==> config.mk <==
export PLATFORM = sky130hd
export DESIGN_NAME = core_control
export DESIGN_NICKNAME = d
export VERILOG_FILES = /design/src/design/core_pkg.sv /design/src/design/core_control.sv
export SDC_FILE = /design/constraint.sdc
export NUM_CORES = 1
export LEC_CHECK = 0
export BUFFER_PORTS_ARGS = -buffer_cell sky130_fd_sc_hd__buf_2
export CORE_AREA = 5 5 42 44
export DETAILED_ROUTE_END_ITERATION = 6
export DIE_AREA = 0 0 47 49
export GPL_ROUTABILITY_DRIVEN = 1
export HOLD_SLACK_MARGIN = 0.06
export SLEW_MARGIN = 20
export SYNTH_ARGS = -nofsm -noshare
export SYNTH_HDL_FRONTEND = slang
export SYNTH_SLANG_ARGS = --single-unit
==> constraint.sdc <==
create_clock -name clk_100mhz -period 1.82 [get_ports clk_100mhz]
set_clock_uncertainty 0.1 [all_clocks]
set_input_delay 0.273 -clock clk_100mhz [delete_from_list [all_inputs] [get_ports clk_100mhz]]
set_output_delay 0.273 -clock clk_100mhz [all_outputs]
set_load 0.02 [all_outputs]
==> src/design/core_pkg.sv <==
package core_pkg;

  typedef enum logic [2:0] {
    S_IDLE,        // Waiting for run, load port open
    S_FETCH,
    S_DECODE,
    S_EXECUTE,
    S_MEMORY,      // LD and ST only
    S_WRITEBACK,   // Commit handshake
    S_HALT
  } state_e;

  typedef enum logic [2:0] {
    ALU, ALU_IMM, LD, ST, BR, LUI_T, JAL_T, ILLEGAL
  } itype_e;

  typedef enum logic [2:0] {
    ADD, SUB, AND, OR, XOR, SLT
  } alu_func_e;

  typedef enum logic {
    EQ, NE
  } br_func_e;

  typedef struct packed {
    itype_e      itype;
    alu_func_e   alu_func;
    br_func_e    br_func;
    logic [4:0]  rs1;
    logic [4:0]  rs2;
    logic [4:0]  rd;
    logic [31:0] imm;   // Already sign-extended
    logic [31:0] pc;
  } uop_t;

  typedef struct packed {
    logic [31:0] result;
    logic [31:0] addr;      // Data byte address
    logic [31:0] next_pc;
    logic        taken;
  } exec_t;

  typedef struct packed {
    logic [31:0] pc;
    logic [4:0]  rd;
    logic [31:0] value;
    logic        we;
  } commit_t;

  // Instruction classes with a destination register
  function automatic logic writes_rd(itype_e itype);
    return itype inside {ALU, ALU_IMM, LD, LUI_T, JAL_T};
  endfunction

endpackage

==> src/design/core_control.sv <==
`timescale 1ns/10ps

module core_control (
  input  logic             clk_100mhz,
  input  logic             sys_rst,
  input  logic             run,
  input  core_pkg::itype_e itype,
  input  logic             commit_ready,
  output logic             prog_ready,
  output logic             fetch_en,
  output logic             dmem_re,
  output logic             dmem_we,
  output logic             rf_we,
  output logic             pc_step,
  output logic             pc_load,
  output logic             commit_valid,
  output logic             halted
);

  core_pkg::state_e state;
  core_pkg::state_e state_next;
  logic             wb_fire;   // Commit handshake this cycle
  logic             redirect;  // BR or JAL take next_pc

  always_ff @(posedge clk_100mhz) begin
    if (sys_rst) begin
      state <= core_pkg::S_IDLE;
    end else begin
      state <= state_next;
    end
  end

  always_comb begin
    state_next = state;   // Hold by default
    case (state)
      core_pkg::S_IDLE:    if (run) state_next = core_pkg::S_FETCH;
      core_pkg::S_FETCH:   state_next = core_pkg::S_DECODE;
      core_pkg::S_DECODE: begin
        if (itype == core_pkg::ILLEGAL) begin
          state_next = core_pkg::S_HALT;   // Zero or unsupported word
        end else begin
          state_next = core_pkg::S_EXECUTE;
        end
      end
      core_pkg::S_EXECUTE: begin
        if (itype == core_pkg::LD || itype == core_pkg::ST) begin
          state_next = core_pkg::S_MEMORY;
        end else begin
          state_next = core_pkg::S_WRITEBACK;
        end
      end
      core_pkg::S_MEMORY:    state_next = core_pkg::S_WRITEBACK;
      core_pkg::S_WRITEBACK: if (commit_ready) state_next = core_pkg::S_FETCH;
      core_pkg::S_HALT:      state_next = core_pkg::S_HALT;   // Until reset
      default:               state_next = core_pkg::S_IDLE;
    endcase
  end

  assign wb_fire  = (state == core_pkg::S_WRITEBACK) && commit_ready;
  assign redirect = (itype == core_pkg::BR) || (itype == core_pkg::JAL_T);

  assign prog_ready   = (state == core_pkg::S_IDLE);
  assign fetch_en     = (state == core_pkg::S_FETCH);
  assign dmem_re      = (state == core_pkg::S_MEMORY) && (itype == core_pkg::LD);
  assign dmem_we      = (state == core_pkg::S_MEMORY) && (itype == core_pkg::ST);
  assign rf_we        = wb_fire && core_pkg::writes_rd(itype);
  assign pc_load      = wb_fire && redirect;
  assign pc_step      = wb_fire && !redirect;
  assign commit_valid = (state == core_pkg::S_WRITEBACK);   // Held until accepted
  assign halted       = (state == core_pkg::S_HALT);

  state_legal: assert property (@(posedge clk_100mhz) disable iff (sys_rst)
    state inside {core_pkg::S_IDLE, core_pkg::S_FETCH, core_pkg::S_DECODE,
                  core_pkg::S_EXECUTE, core_pkg::S_MEMORY, core_pkg::S_WRITEBACK,
                  core_pkg::S_HALT});

  // Decoded class must not move while a commit waits
  itype_held_in_stall: assert property (@(posedge clk_100mhz) disable iff (sys_rst)
    (commit_valid && !commit_ready) |=> $stable(itype));

endmodule

# After elaboration in Yosys (flattened, before gate mapping)
# Index checks and enable logic that the tools add are counted.
classes:
  muxes: 5
  n_lt_le_gt_ge: 0
  n_addsub: 0
  shift: 0
  bitwise_logic: 0
  eq_ne: 15
  reduce_logical: 13
  n_div: 0
  mul: 0
ops:
  columns: ["op", "n"]
  rows:
  - ["equality test 3 bit (second input constant)", 7]
  - ["one-hot mux 3 bit (7 select lines)", 1]
  - ["equality test 3 x 2 -> 1 bit (second input constant)", 4]
  - ["two-way mux 3 bit", 3]
  - ["equality test 3 x 1 -> 1 bit (second input constant)", 2]
  - ["logical AND 1 bit", 6]
  - ["logical NOT 3 bit", 2]
  - ["nonzero test 5 bit", 1]
  - ["inequality test 2 bit (second input constant)", 2]
  - ["logical OR 1 bit", 2]
  - ["AND reduction 2 bit", 1]
  - ["logical NOT 1 bit", 1]
  - ["two-way mux 1 bit", 1]
totals:
  elab_cells: 34
  n_memories: 0
  out_inout_bits: 9
  register_bits: 3
  ramBits: 0
  rom_bits: 0
  latch_bits: 0

# Longest topological paths before layout
# Gate-level depths: netlist of the first run.
logic_depth:
  ltp_word: 4
  depth_mapped: 4
  mapped_depth_nobuf: 3

# Worst setup path after synthesis of the first run
# OpenSTA, ideal clock, no wires.
synth_path:
  path_type: "register to output"
  startpoint: "register state[1]"
  endpoint: "output dmem_re"
  t_arrival_ns: 1.208
  setup_slack_ns: 0.239
  stages_incl_launch_ff: 3
  required_time_ns: 1.447
  path_cell_list: "dfxtp_1 -> nand2b_1 -> nor4_1"
synth_via:
  elab_chain_cells: 2
synth_rtl:
  columns: ["item", "line_no", "source"]
  rows:
  - ["start: declaration", "core_control.sv:20", "core_pkg::state_e state;"]
  - ["start signal: assignment", "core_control.sv:27", "state <= core_pkg::S_IDLE;"]
  - ["start signal: assignment", "core_control.sv:29", "state <= state_next;"]
  - ["equality test 3 bit", "core_control.sv:64", "assign dmem_re = (state == core_pkg::S_MEMORY) && (itype == core_pkg::LD);"]
  - ["logical AND 1 bit", "core_control.sv:64", null]
  - ["end: declaration", "core_control.sv:11", "output logic dmem_re,"]
# No other way between the ends.

# Final worst setup path of the first run
layout_path:
  startpoint: "register state[1]"
  endpoint: "output rf_we"
layout_via:
  elab_chain_cells: 3
layout_rtl:
  columns: ["item", "line_no", "source"]
  rows:
  - ["equality test 3 bit", "core_control.sv:59", "assign wb_fire = (state == core_pkg::S_WRITEBACK) && commit_ready;"]
  - ["logical AND 1 bit", "core_control.sv:59", null]
  - ["logical AND 1 bit", "core_control.sv:66", "assign rf_we = wb_fire && core_pkg::writes_rd(itype);"]
  - ["end: declaration", "core_control.sv:13", "output logic rf_we,"]
# No other way between the ends.

==> results.json, run 1 <==
{
  "outcome": "finished, final reports clean",
  "synth_compound_area_share_pct": 30.2,
  "rsz0062_at_grt": "no",
  "maxSlewHeadroom_pct": 79.9,
  "largest_register_ff_count": 3,
  "drc": 0,
  "synth_top_area_share_pct": 23.4,
  "firstDrtPassIters": 4,
  "drt-initial-drc-count": 7,
  "grt_pass1_wl_um": 1290,
  "p_per_area_nw_per_um2": 752,
  "synth-adder-area-share_pct": 0,
  "slowest_stage": "dfxtp_2",
  "slew_viol_final": 0,
  "reg2reg_to": "state[0]$_SDFFE_PP0P_",
  "critical_path.max_stage_delay_ns": 0.34,
  "wl_per_cell_um": 9.88,
  "gpl.final_weighted_congestion": 0.729,
  "clkLatencyLatePin_ns": 0.23,
  "cts.root.buffer_cell": "clkbuf_4",
  "vias": 294,
  "layout_commonest_cell": "buf_2",
  "finalPower_w": 0.000287,
  "path_buf_inv": 1,
  "top_regs": "state: 3 flops",
  "cap_violations": 0,
  "crit_chain": "and2b_1 > nand3_2 > a211oi_2 > buf_4",
  "vias_per_cell": 4.32,
  "rows": 14,
  "fin_tns_setup_ns": 0,
  "reg2reg_depth": 3,
  "endpoint_kind": "output pin",
  "grt_pass1_vias": 304,
  "max_slew.worst_pin.slew_ns": 0.301,
  "max_freq_mhz": 598,
  "dpl.hpwl_um": 548,
  "die_w_um": 47,
  "synthXorXnorAreaFrac_pct": 0,
  "start_util_pct": 18.3,
  "rrSetupSlack_ns": 0.65,
  "yosys_warnings": 0,
  "core_area_um2": 1400,
  "areaGrowthSynthToFinish_pct": 48.8,
  "combPwrFrac_pct": 27.8,
  "numClockSinks": 3,
  "clk_pin_slew_ns": 0.03,
  "htree_levels": 1,
  "synthTopCellsByArea": "dfxtp_1, nand2b_1, a21oi_1, nor2_1, a2111oi_2",
  "ios": 16,
  "layout.nets": 60,
  "worstHoldPathType": "input pin to flip-flop",
  "cp-endpoint": "rf_we",
  "antenna_left": 0,
  "regMostFlops": "state",
  "die_area_um2": 2300,
  "die_h_um": 49,
  "placed_cells": 64,
  "seq_area_frac_synth_pct": 23.4,
  "synth-seq-cells": 3,
  "antenna_found_initial": 0,
  "synthMuxAreaShare_pct": 0,
  "p_int_w": 0.000190,
  "irDropWorstVdd_v": 0.000393,
  "p_sw_w": 0.0000968,
  "yosys.area_share.simple_pct": 37.1,
  "grt_max_degree": 10,
  "fin_crit_ns": 1.67,
  "final_cell_mix": "buf_2, nor2_1, nand2b_1, a21oi_1",
  "path_depth": 4,
  "wl_um": 672,
  "clockBufferDepth": 2,
  "antenna_cells": 0,
  "crit_required_ns": 1.45,
  "port_buffers": 15,
  "static-leakage-power_nw": 0.190,
  "postCtsSetupBuffers": 0,
  "seqPwrFrac_pct": 31.9,
  "cts_tree": "yes",
  "path_max_fanout": 9,
  "syn_area_um2": 256,
  "crit_family": "simple AND/OR/NAND/NOR gates",
  "crit_arrival_ns": 1.30,
  "grt.overflow.total": 0,
  "avgSynthCellArea_um2": 7.33,
  "grt.total_usage_pct": 7.81,
  "pwr-share-clk_pct": 40.3,
  "crit_path_start": "state[1]$_SDFFE_PP0P_",
  "setup_viol": 0,
  "fin_cells": 68,
  "yosysTopAreaCell": "dfxtp_1",
  "p_sw_share_pct": 33.8,
  "ys_types": 19,
  "critPathKind": "flip-flop to output pin",
  "layout-drive-gt1-share_pct": 48.1,
  "timing.final.crit_share_pct": 91.9,
  "synth_top_family_by_area": "simple AND/OR/NAND/NOR gates",
  "start_kind": "flip-flop",
  "synth_nets": 42,
  "hold_viol": 0,
  "r2r_start": "state[0]$_SDFFE_PP0P_",
  "dpl-instance-area_um2": 339,
  "final_area_um2": 382,
  "cts_buffers": 3,
  "syn_inst": 35
}
[per-layer routing]
layer | wire length (µm) | vias up | track usage [%]
met2 | 297 | 12 | 10.2
met1 | 298 | 125 | 9.63
met3 | 77 | 0 | 5.90
met4 | 0 | 0 | 2.76
li1 | - | 157 | -
met5 | 0 | - | 0
[worst register-to-register path: cells and delay by family (launching register included)]
family / cells / cell delay [ns]
compound gates: 2 / 0.35
buf+inv: 1 / 0.13
flops: 1 / 0.48
[power by group through the flow]
stage,combinational [W],clock [W],sequential (W)
2_1_floorplan,0.0000647,0,0.0000801
3_3_place_gp,0.0000794,0,0.0000900
3_5_place_dp,0.0000791,0,0.0000911
4_1_cts,0.0000795,0.000125,0.0000902
5_1_grt,0.0000901,0.000136,0.0000946
6_report,0.0000798,0.000116,0.0000914
[how the worst min path moves through the flow]
stage | depth (start not counted) | startpoint | slack [ns] | endpoint
finish | 2 | sys_rst | 0.14 | state[2]$_SDFFE_PP0P_
global route | 2 | sys_rst | 0.13 | state[2]$_SDFFE_PP0P_
CTS | 2 | sys_rst | 0.13 | state[2]$_SDFFE_PP0P_
detailed placement | 2 | sys_rst | 0.38 | state[2]$_SDFFE_PP0P_
global placement | 2 | sys_rst | 0.38 | state[2]$_SDFFE_PP0P_
floorplan | 1 | sys_rst | 0.24 | state[2]$_SDFFE_PP0P_
[final cells by class]
class | instances | area, µm²
multi-input cells | 27 | 184
clock buffers | 4 | 26.3
repair buffers | 15 | 77.6
inverters | 3 | 11.3
well taps | 16 | 20.0
fillers | 174 | 1020
flip-flops and latches | 3 | 62.6
[kinds of logic (layout without fill, tap and decap cells)]
family	count (synthesis)	in the layout
flops	3	3
simple gates	18	18
buf+inv	5	22
compound gates	9	9
[cells in the mapped netlist (all sizes together)]
master   instances
nand2            1
dfxtp            3
nor3             1
a221oi           1
a211oi           1
nor2b            1
nor2             5
nand3            2
nor4             2
nand2b           4
buf              2
a2111oi          1
o211a            1
and3             1
o21ai            1
inv              3
and2b            1
a21oi            4
[metrics by stage]
step	utilization, %	worst slack [ns]	hold WS [ns]
floorplan	-	0.239	0.242
global placement	24.2	0.309	0.381
detailed placement	24.2	0.276	0.382
CTS	26.1	0.0211	0.131
global route	27.2	0.0300	0.131
finish	27.2	0.148	0.135
[timing repair]
action,in CTS,in global routing
hold buffers,0,0
hold endpoints to repair,0,0
endpoints found under the setup margin,0,4
gates resized for setup,0,5
(Power assumes the default switching activity.)
==> run 2: changes to the inputs <==
--- a/config.mk
+++ b/config.mk
@@ -6,9 +6,9 @@
 export NUM_CORES = 1
 export LEC_CHECK = 0
 export BUFFER_PORTS_ARGS = -buffer_cell sky130_fd_sc_hd__buf_2
-export CORE_AREA = 5 5 42 44
+export CORE_AREA = 2 2 39 41
 export DETAILED_ROUTE_END_ITERATION = 6
-export DIE_AREA = 0 0 47 49
+export DIE_AREA = 0 0 41 43
 export GPL_ROUTABILITY_DRIVEN = 1
 export HOLD_SLACK_MARGIN = 0.06
 export SLEW_MARGIN = 20
==> results.json, run 2 (synthesis gave the netlist of run 1 again) <==
{
  "path_max_fanout": 9,
  "postLayoutSetupSlackWorst_ns": 0.0632,
  "place_worst_setup_slack_ns": 0.262,
  "utilization_pct": 26.5,
  "grt_max_degree": 10,
  "core_area_um2": 1380,
  "fin_cells": 68,
  "path_buf_inv": 1,
  "regMostFlops": "state",
  "p_per_area_nw_per_um2": 767,
  "slowest_stage": "dfxtp_1",
  "rows": 14,
  "wl_per_cell_um": 9.07,
  "rrSetupSlack_ns": 0.68,
  "cts_tree": "yes",
  "cts_buffers": 3,
  "irDropWorstVdd_v": 0.000259,
  "grt.overflow.total": 0,
  "antenna_cells": 0,
  "gpl.final_weighted_congestion": 0.751,
  "crit_chain": "and2b_1 > nand3_1 > a211oi_2 > buf_2",
  "placed_cells": 64,
  "fillCellCount": 160,
  "pwr-share-clk_pct": 40.2,
  "seqPwrFrac_pct": 32.0,
  "endpoint_kind": "output pin",
  "reg2reg_depth": 3,
  "areaGrowthSynthToFinish_pct": 42.9,
  "crit_path_start": "state[1]$_SDFFE_PP0P_",
  "combPwrFrac_pct": 27.8,
  "critPathKind": "flip-flop to output pin",
  "die_area_um2": 1760,
  "die_w_um": 41,
  "crit_required_ns": 1.45,
  "setup_viol": 0,
  "crit_arrival_ns": 1.38,
  "worstHoldPathType": "input pin to flip-flop",
  "htree_levels": 1,
  "hold_viol": 0,
  "rsz0062_at_grt": "no",
  "port_buffers": 15,
  "crit_family": "simple AND/OR/NAND/NOR gates",
  "start_util_pct": 18.5,
  "drc": 0,
  "r2r_start": "state[0]$_SDFFE_PP0P_",
  "fin_tns_setup_ns": 0,
  "vias_per_cell": 4.49,
  "clkLatencyLatePin_ns": 0.23,
  "ios": 16,
  "p_sw_share_pct": 32.9,
  "antenna_left": 0,
  "firstDrtPassIters": 4,
  "timing.final.crit_share_pct": 96.5,
  "clockBufferDepth": 2,
  "numClockSinks": 3,
  "fin_crit_ns": 1.76,
  "dpl.hpwl_um": 523,
  "slew_viol_final": 0,
  "wl_um": 617,
  "p_sw_w": 0.0000924,
  "drt-initial-drc-count": 2,
  "outcome": "finished, final reports clean",
  "path_depth": 4,
  "grt.total_usage_pct": 7.73,
  "clk_pin_slew_ns": 0.04,
  "p_int_w": 0.000189,
  "cts.root.buffer_cell": "clkbuf_4",
  "max_freq_mhz": 569,
  "static-leakage-power_nw": 0.190,
  "critical_path.max_stage_delay_ns": 0.36,
  "max_slew.worst_pin.slew_ns": 0.272,
  "start_kind": "flip-flop",
  "antenna_found_initial": 0,
  "grt_pass1_vias": 217,
  "die_h_um": 43,
  "layout-drive-gt1-share_pct": 42.3,
  "reg2reg_to": "state[0]$_SDFFE_PP0P_",
  "hold_depth": 2,
  "final_cell_mix": "buf_2, nor2_1, nand2b_1, a21oi_1",
  "cp-endpoint": "rf_we",
  "maxSlewHeadroom_pct": 81.9,
  "cap_violations": 0,
  "top_regs": "state: 3 flops",
  "vias": 305,
  "layout.nets": 60,
  "largest_register_ff_count": 3,
  "finalPower_w": 0.000281,
  "grt_pass1_wl_um": 828,
  "layout_commonest_cell": "buf_2"
}
## run 2: worst register-to-register path: cells and delay by family, from the launching register on
| family | cells | cell delay, ns |
|---|---|---|
| buffers and inverters | 1 | 0.13 |
| AO/OA/AOI/OAI | 2 | 0.34 |
| flip-flops | 1 | 0.46 |
## run 2: per-layer routing
metal,part of all wire [%],vias to the layer above,track usage (%)
met5,0,-,0
met1,44,130,8.36
met4,1.6,0,10.0
met3,8.9,2,3.14
li1,-,160,-
met2,45,13,9.38
## run 2: stage by stage
step	instance area (µm²)	hold slack, ns
finish	367	0.132
detailed placement	339	0.375
CTS	365	0.128
global route	367	0.131
floorplan	256	0.242
global placement	339	0.377
## run 2: how the worst min path moves through the flow
stage | startpoint | end | slack, ns
floorplan | sys_rst | state[2]$_SDFFE_PP0P_ | 0.24
global placement | sys_rst | state[1]$_SDFFE_PP0P_ | 0.38
detailed placement | sys_rst | state[1]$_SDFFE_PP0P_ | 0.38
CTS | sys_rst | state[1]$_SDFFE_PP0P_ | 0.13
global route | sys_rst | state[2]$_SDFFE_PP0P_ | 0.13
finish | sys_rst | state[2]$_SDFFE_PP0P_ | 0.13
## run 2: timing repair
item                       4_1_cts  5_1_grt
buffers inserted                 0        0
hold buffers                     0        0
resized for setup                0        1
setup endpoints to repair        0        1
## run 2: power by group through the flow
stage          Combinational (W)  Clock, W  Sequential, W
2_1_floorplan          0.0000647         0      0.0000801
3_3_place_gp           0.0000786         0      0.0000905
3_5_place_dp           0.0000789         0      0.0000911
4_1_cts                0.0000792  0.000121      0.0000899
5_1_grt                0.0000864  0.000127      0.0000919
6_report               0.0000781  0.000113      0.0000899
## run 2: area by class of cell
cell class / count / area [µm²] / area share (%)
Multi-Input combinational cell: 27 / 173 / 47.1
Timing Repair Buffer: 15 / 75.1 / 20.5
Sequential cell: 3 / 61.3 / 16.7
Clock buffer: 4 / 26.3 / 7.17
Tap cell: 16 / 20.0 / 5.46
Inverter: 3 / 11.3 / 3.07
==> run 3: changes to the inputs <==
--- a/config.mk
+++ b/config.mk
@@ -11,6 +11,7 @@
 export DIE_AREA = 0 0 41 43
 export GPL_ROUTABILITY_DRIVEN = 1
 export HOLD_SLACK_MARGIN = 0.06
+export RECOVER_POWER = 50
 export SLEW_MARGIN = 20
 export SYNTH_ARGS = -nofsm -noshare
 export SYNTH_HDL_FRONTEND = slang
==> results.json, run 3 (synthesis gave the netlist of run 1 again) <==
{
  "crit_family": "flip-flops",
  "static-leakage-power_nw": 0.182,
  "gpl.final_weighted_congestion": 0.751,
  "layout-drive-gt1-share_pct": 34.6,
  "vias": 305,
  "p_per_area_nw_per_um2": 777,
  "numClockSinks": 3,
  "core_area_um2": 1380,
  "layout.nets": 60,
  "top_regs": "state: 3 flops",
  "slew_viol_final": 0,
  "crit_chain": "and2b_1 > nand3_1 > a211oi_2 > buf_2",
  "wl_per_cell_um": 9.29,
  "fin_tns_setup_ns": 0,
  "antenna_found_initial": 0,
  "htree_levels": 1,
  "timing.final.crit_share_pct": 95.7,
  "gr-usage-met2_pct": 9.38,
  "worstHoldPathType": "input pin to flip-flop",
  "areaGrowthSynthToFinish_pct": 37.1,
  "grt_pass1_vias": 217,
  "postCtsSetupBuffers": 0,
  "max_slew.worst_pin.slew_ns": 0.327,
  "cts_buffers": 3,
  "cap_violations": 0,
  "largest_register_ff_count": 3,
  "endpoint_kind": "output pin",
  "dpl.hpwl_um": 523,
  "holdCritStartpoint": "sys_rst",
  "met3_usage_pct": 3.14,
  "die_w_um": 41,
  "grt.total_usage_pct": 7.73,
  "outcome": "finished, final reports clean",
  "clkLatencyLatePin_ns": 0.23,
  "grt.overflow.total": 0,
  "crit_required_ns": 1.45,
  "die_h_um": 43,
  "clk_pin_slew_ns": 0.04,
  "critical_path.max_stage_delay_ns": 0.37,
  "cts_resized": 0,
  "setup_viol": 0,
  "start_util_pct": 18.5,
  "crit_arrival_ns": 1.37,
  "critPathKind": "flip-flop to output pin",
  "antenna_cells": 0,
  "drc": 0,
  "firstDrtPassIters": 3,
  "max_freq_mhz": 574,
  "slowest_stage": "dfxtp_1",
  "placed_cells": 64,
  "irDropWorstVdd_v": 0.000247,
  "grt.met1_usage_pct": 8.36,
  "wl_um": 632,
  "grt_max_degree": 10,
  "cts_tree": "yes",
  "fin_crit_ns": 1.74,
  "path_buf_inv": 1,
  "cts.root.buffer_cell": "clkbuf_4",
  "drt-initial-drc-count": 4,
  "reg2reg_depth": 3,
  "die_area_um2": 1760,
  "ios": 16,
  "top_usage_layer": "met4",
  "path_max_fanout": 9,
  "clockBufferDepth": 2,
  "port_buffers": 15,
  "path_depth": 4,
  "final_cell_mix": "buf_2, nor2_1, nand2b_1, a21oi_1",
  "antenna_left": 0,
  "grt_pass1_wl_um": 828,
  "rsz0062_at_grt": "no",
  "vias_per_cell": 4.49,
  "regMostFlops": "state",
  "crit_path_start": "state[1]$_SDFFE_PP0P_",
  "hold_depth": 2,
  "maxSlewHeadroom_pct": 77.6,
  "rows": 14,
  "r2r_start": "state[1]$_SDFFE_PP0P_",
  "hold_viol": 0,
  "layout_commonest_cell": "buf_2",
  "fin_cells": 68,
  "start_kind": "flip-flop",
  "hold_buffers": 0
}
## run 3: changes by cell type in the layout (fill, tap and decap cells not counted), sizes merged
cell / change
buf: -2
clkbuf: +2
## run 3: final cells by class
class                      instances  area (µm²)
sequential                         3        61.3
multi-input combinational         27         160
timing repair buffer              15        72.6
inverter                           3        11.3
clock buffer                       4        26.3
tap                               16        20.0
fill                             164        1030
## run 3: power by group
part	total, W	switching, W	internal (W)
sequential	0.0000904	0.0000160	0.0000744
combinational	0.0000700	0.0000420	0.0000280
clock	0.000113	0.0000310	0.0000819
## run 3: path summary, 6_finish.rpt
kind / endpoint / slack (ns)
max: rf_we / 0.08
max reg2reg: state[0]$_SDFFE_PP0P_ / 0.61
min reg2reg: state[1]$_SDFFE_PP0P_ / 0.49
min: state[1]$_SDFFE_PP0P_ / 0.12
## run 3: per-layer routing
| layer | vias to the layer above | part of all wire [%] |
|---|---|---|
| met2 | 10 | 45 |
| met3 | 2 | 6.6 |
| met5 | - | 0 |
| li1 | 161 | - |
| met4 | 0 | 1.6 |
| met1 | 132 | 46 |
## run 3: stage by stage
step / utilization (%) / setup slack [ns] / area (µm²) / hold slack, ns / total power, W
after detailed placement: 24.5 / 0.262 / 339 / 0.375 / 0.000170
after global routing: 25.4 / 0.0256 / 352 / 0.125 / 0.000297
final: 25.4 / 0.0784 / 352 / 0.124 / 0.000273
after floorplan: - / 0.239 / 256 / 0.242 / 0.000145
after CTS: 26.4 / 0.0123 / 365 / 0.128 / 0.000290
after global placement: 24.5 / 0.307 / 339 / 0.377 / 0.000169
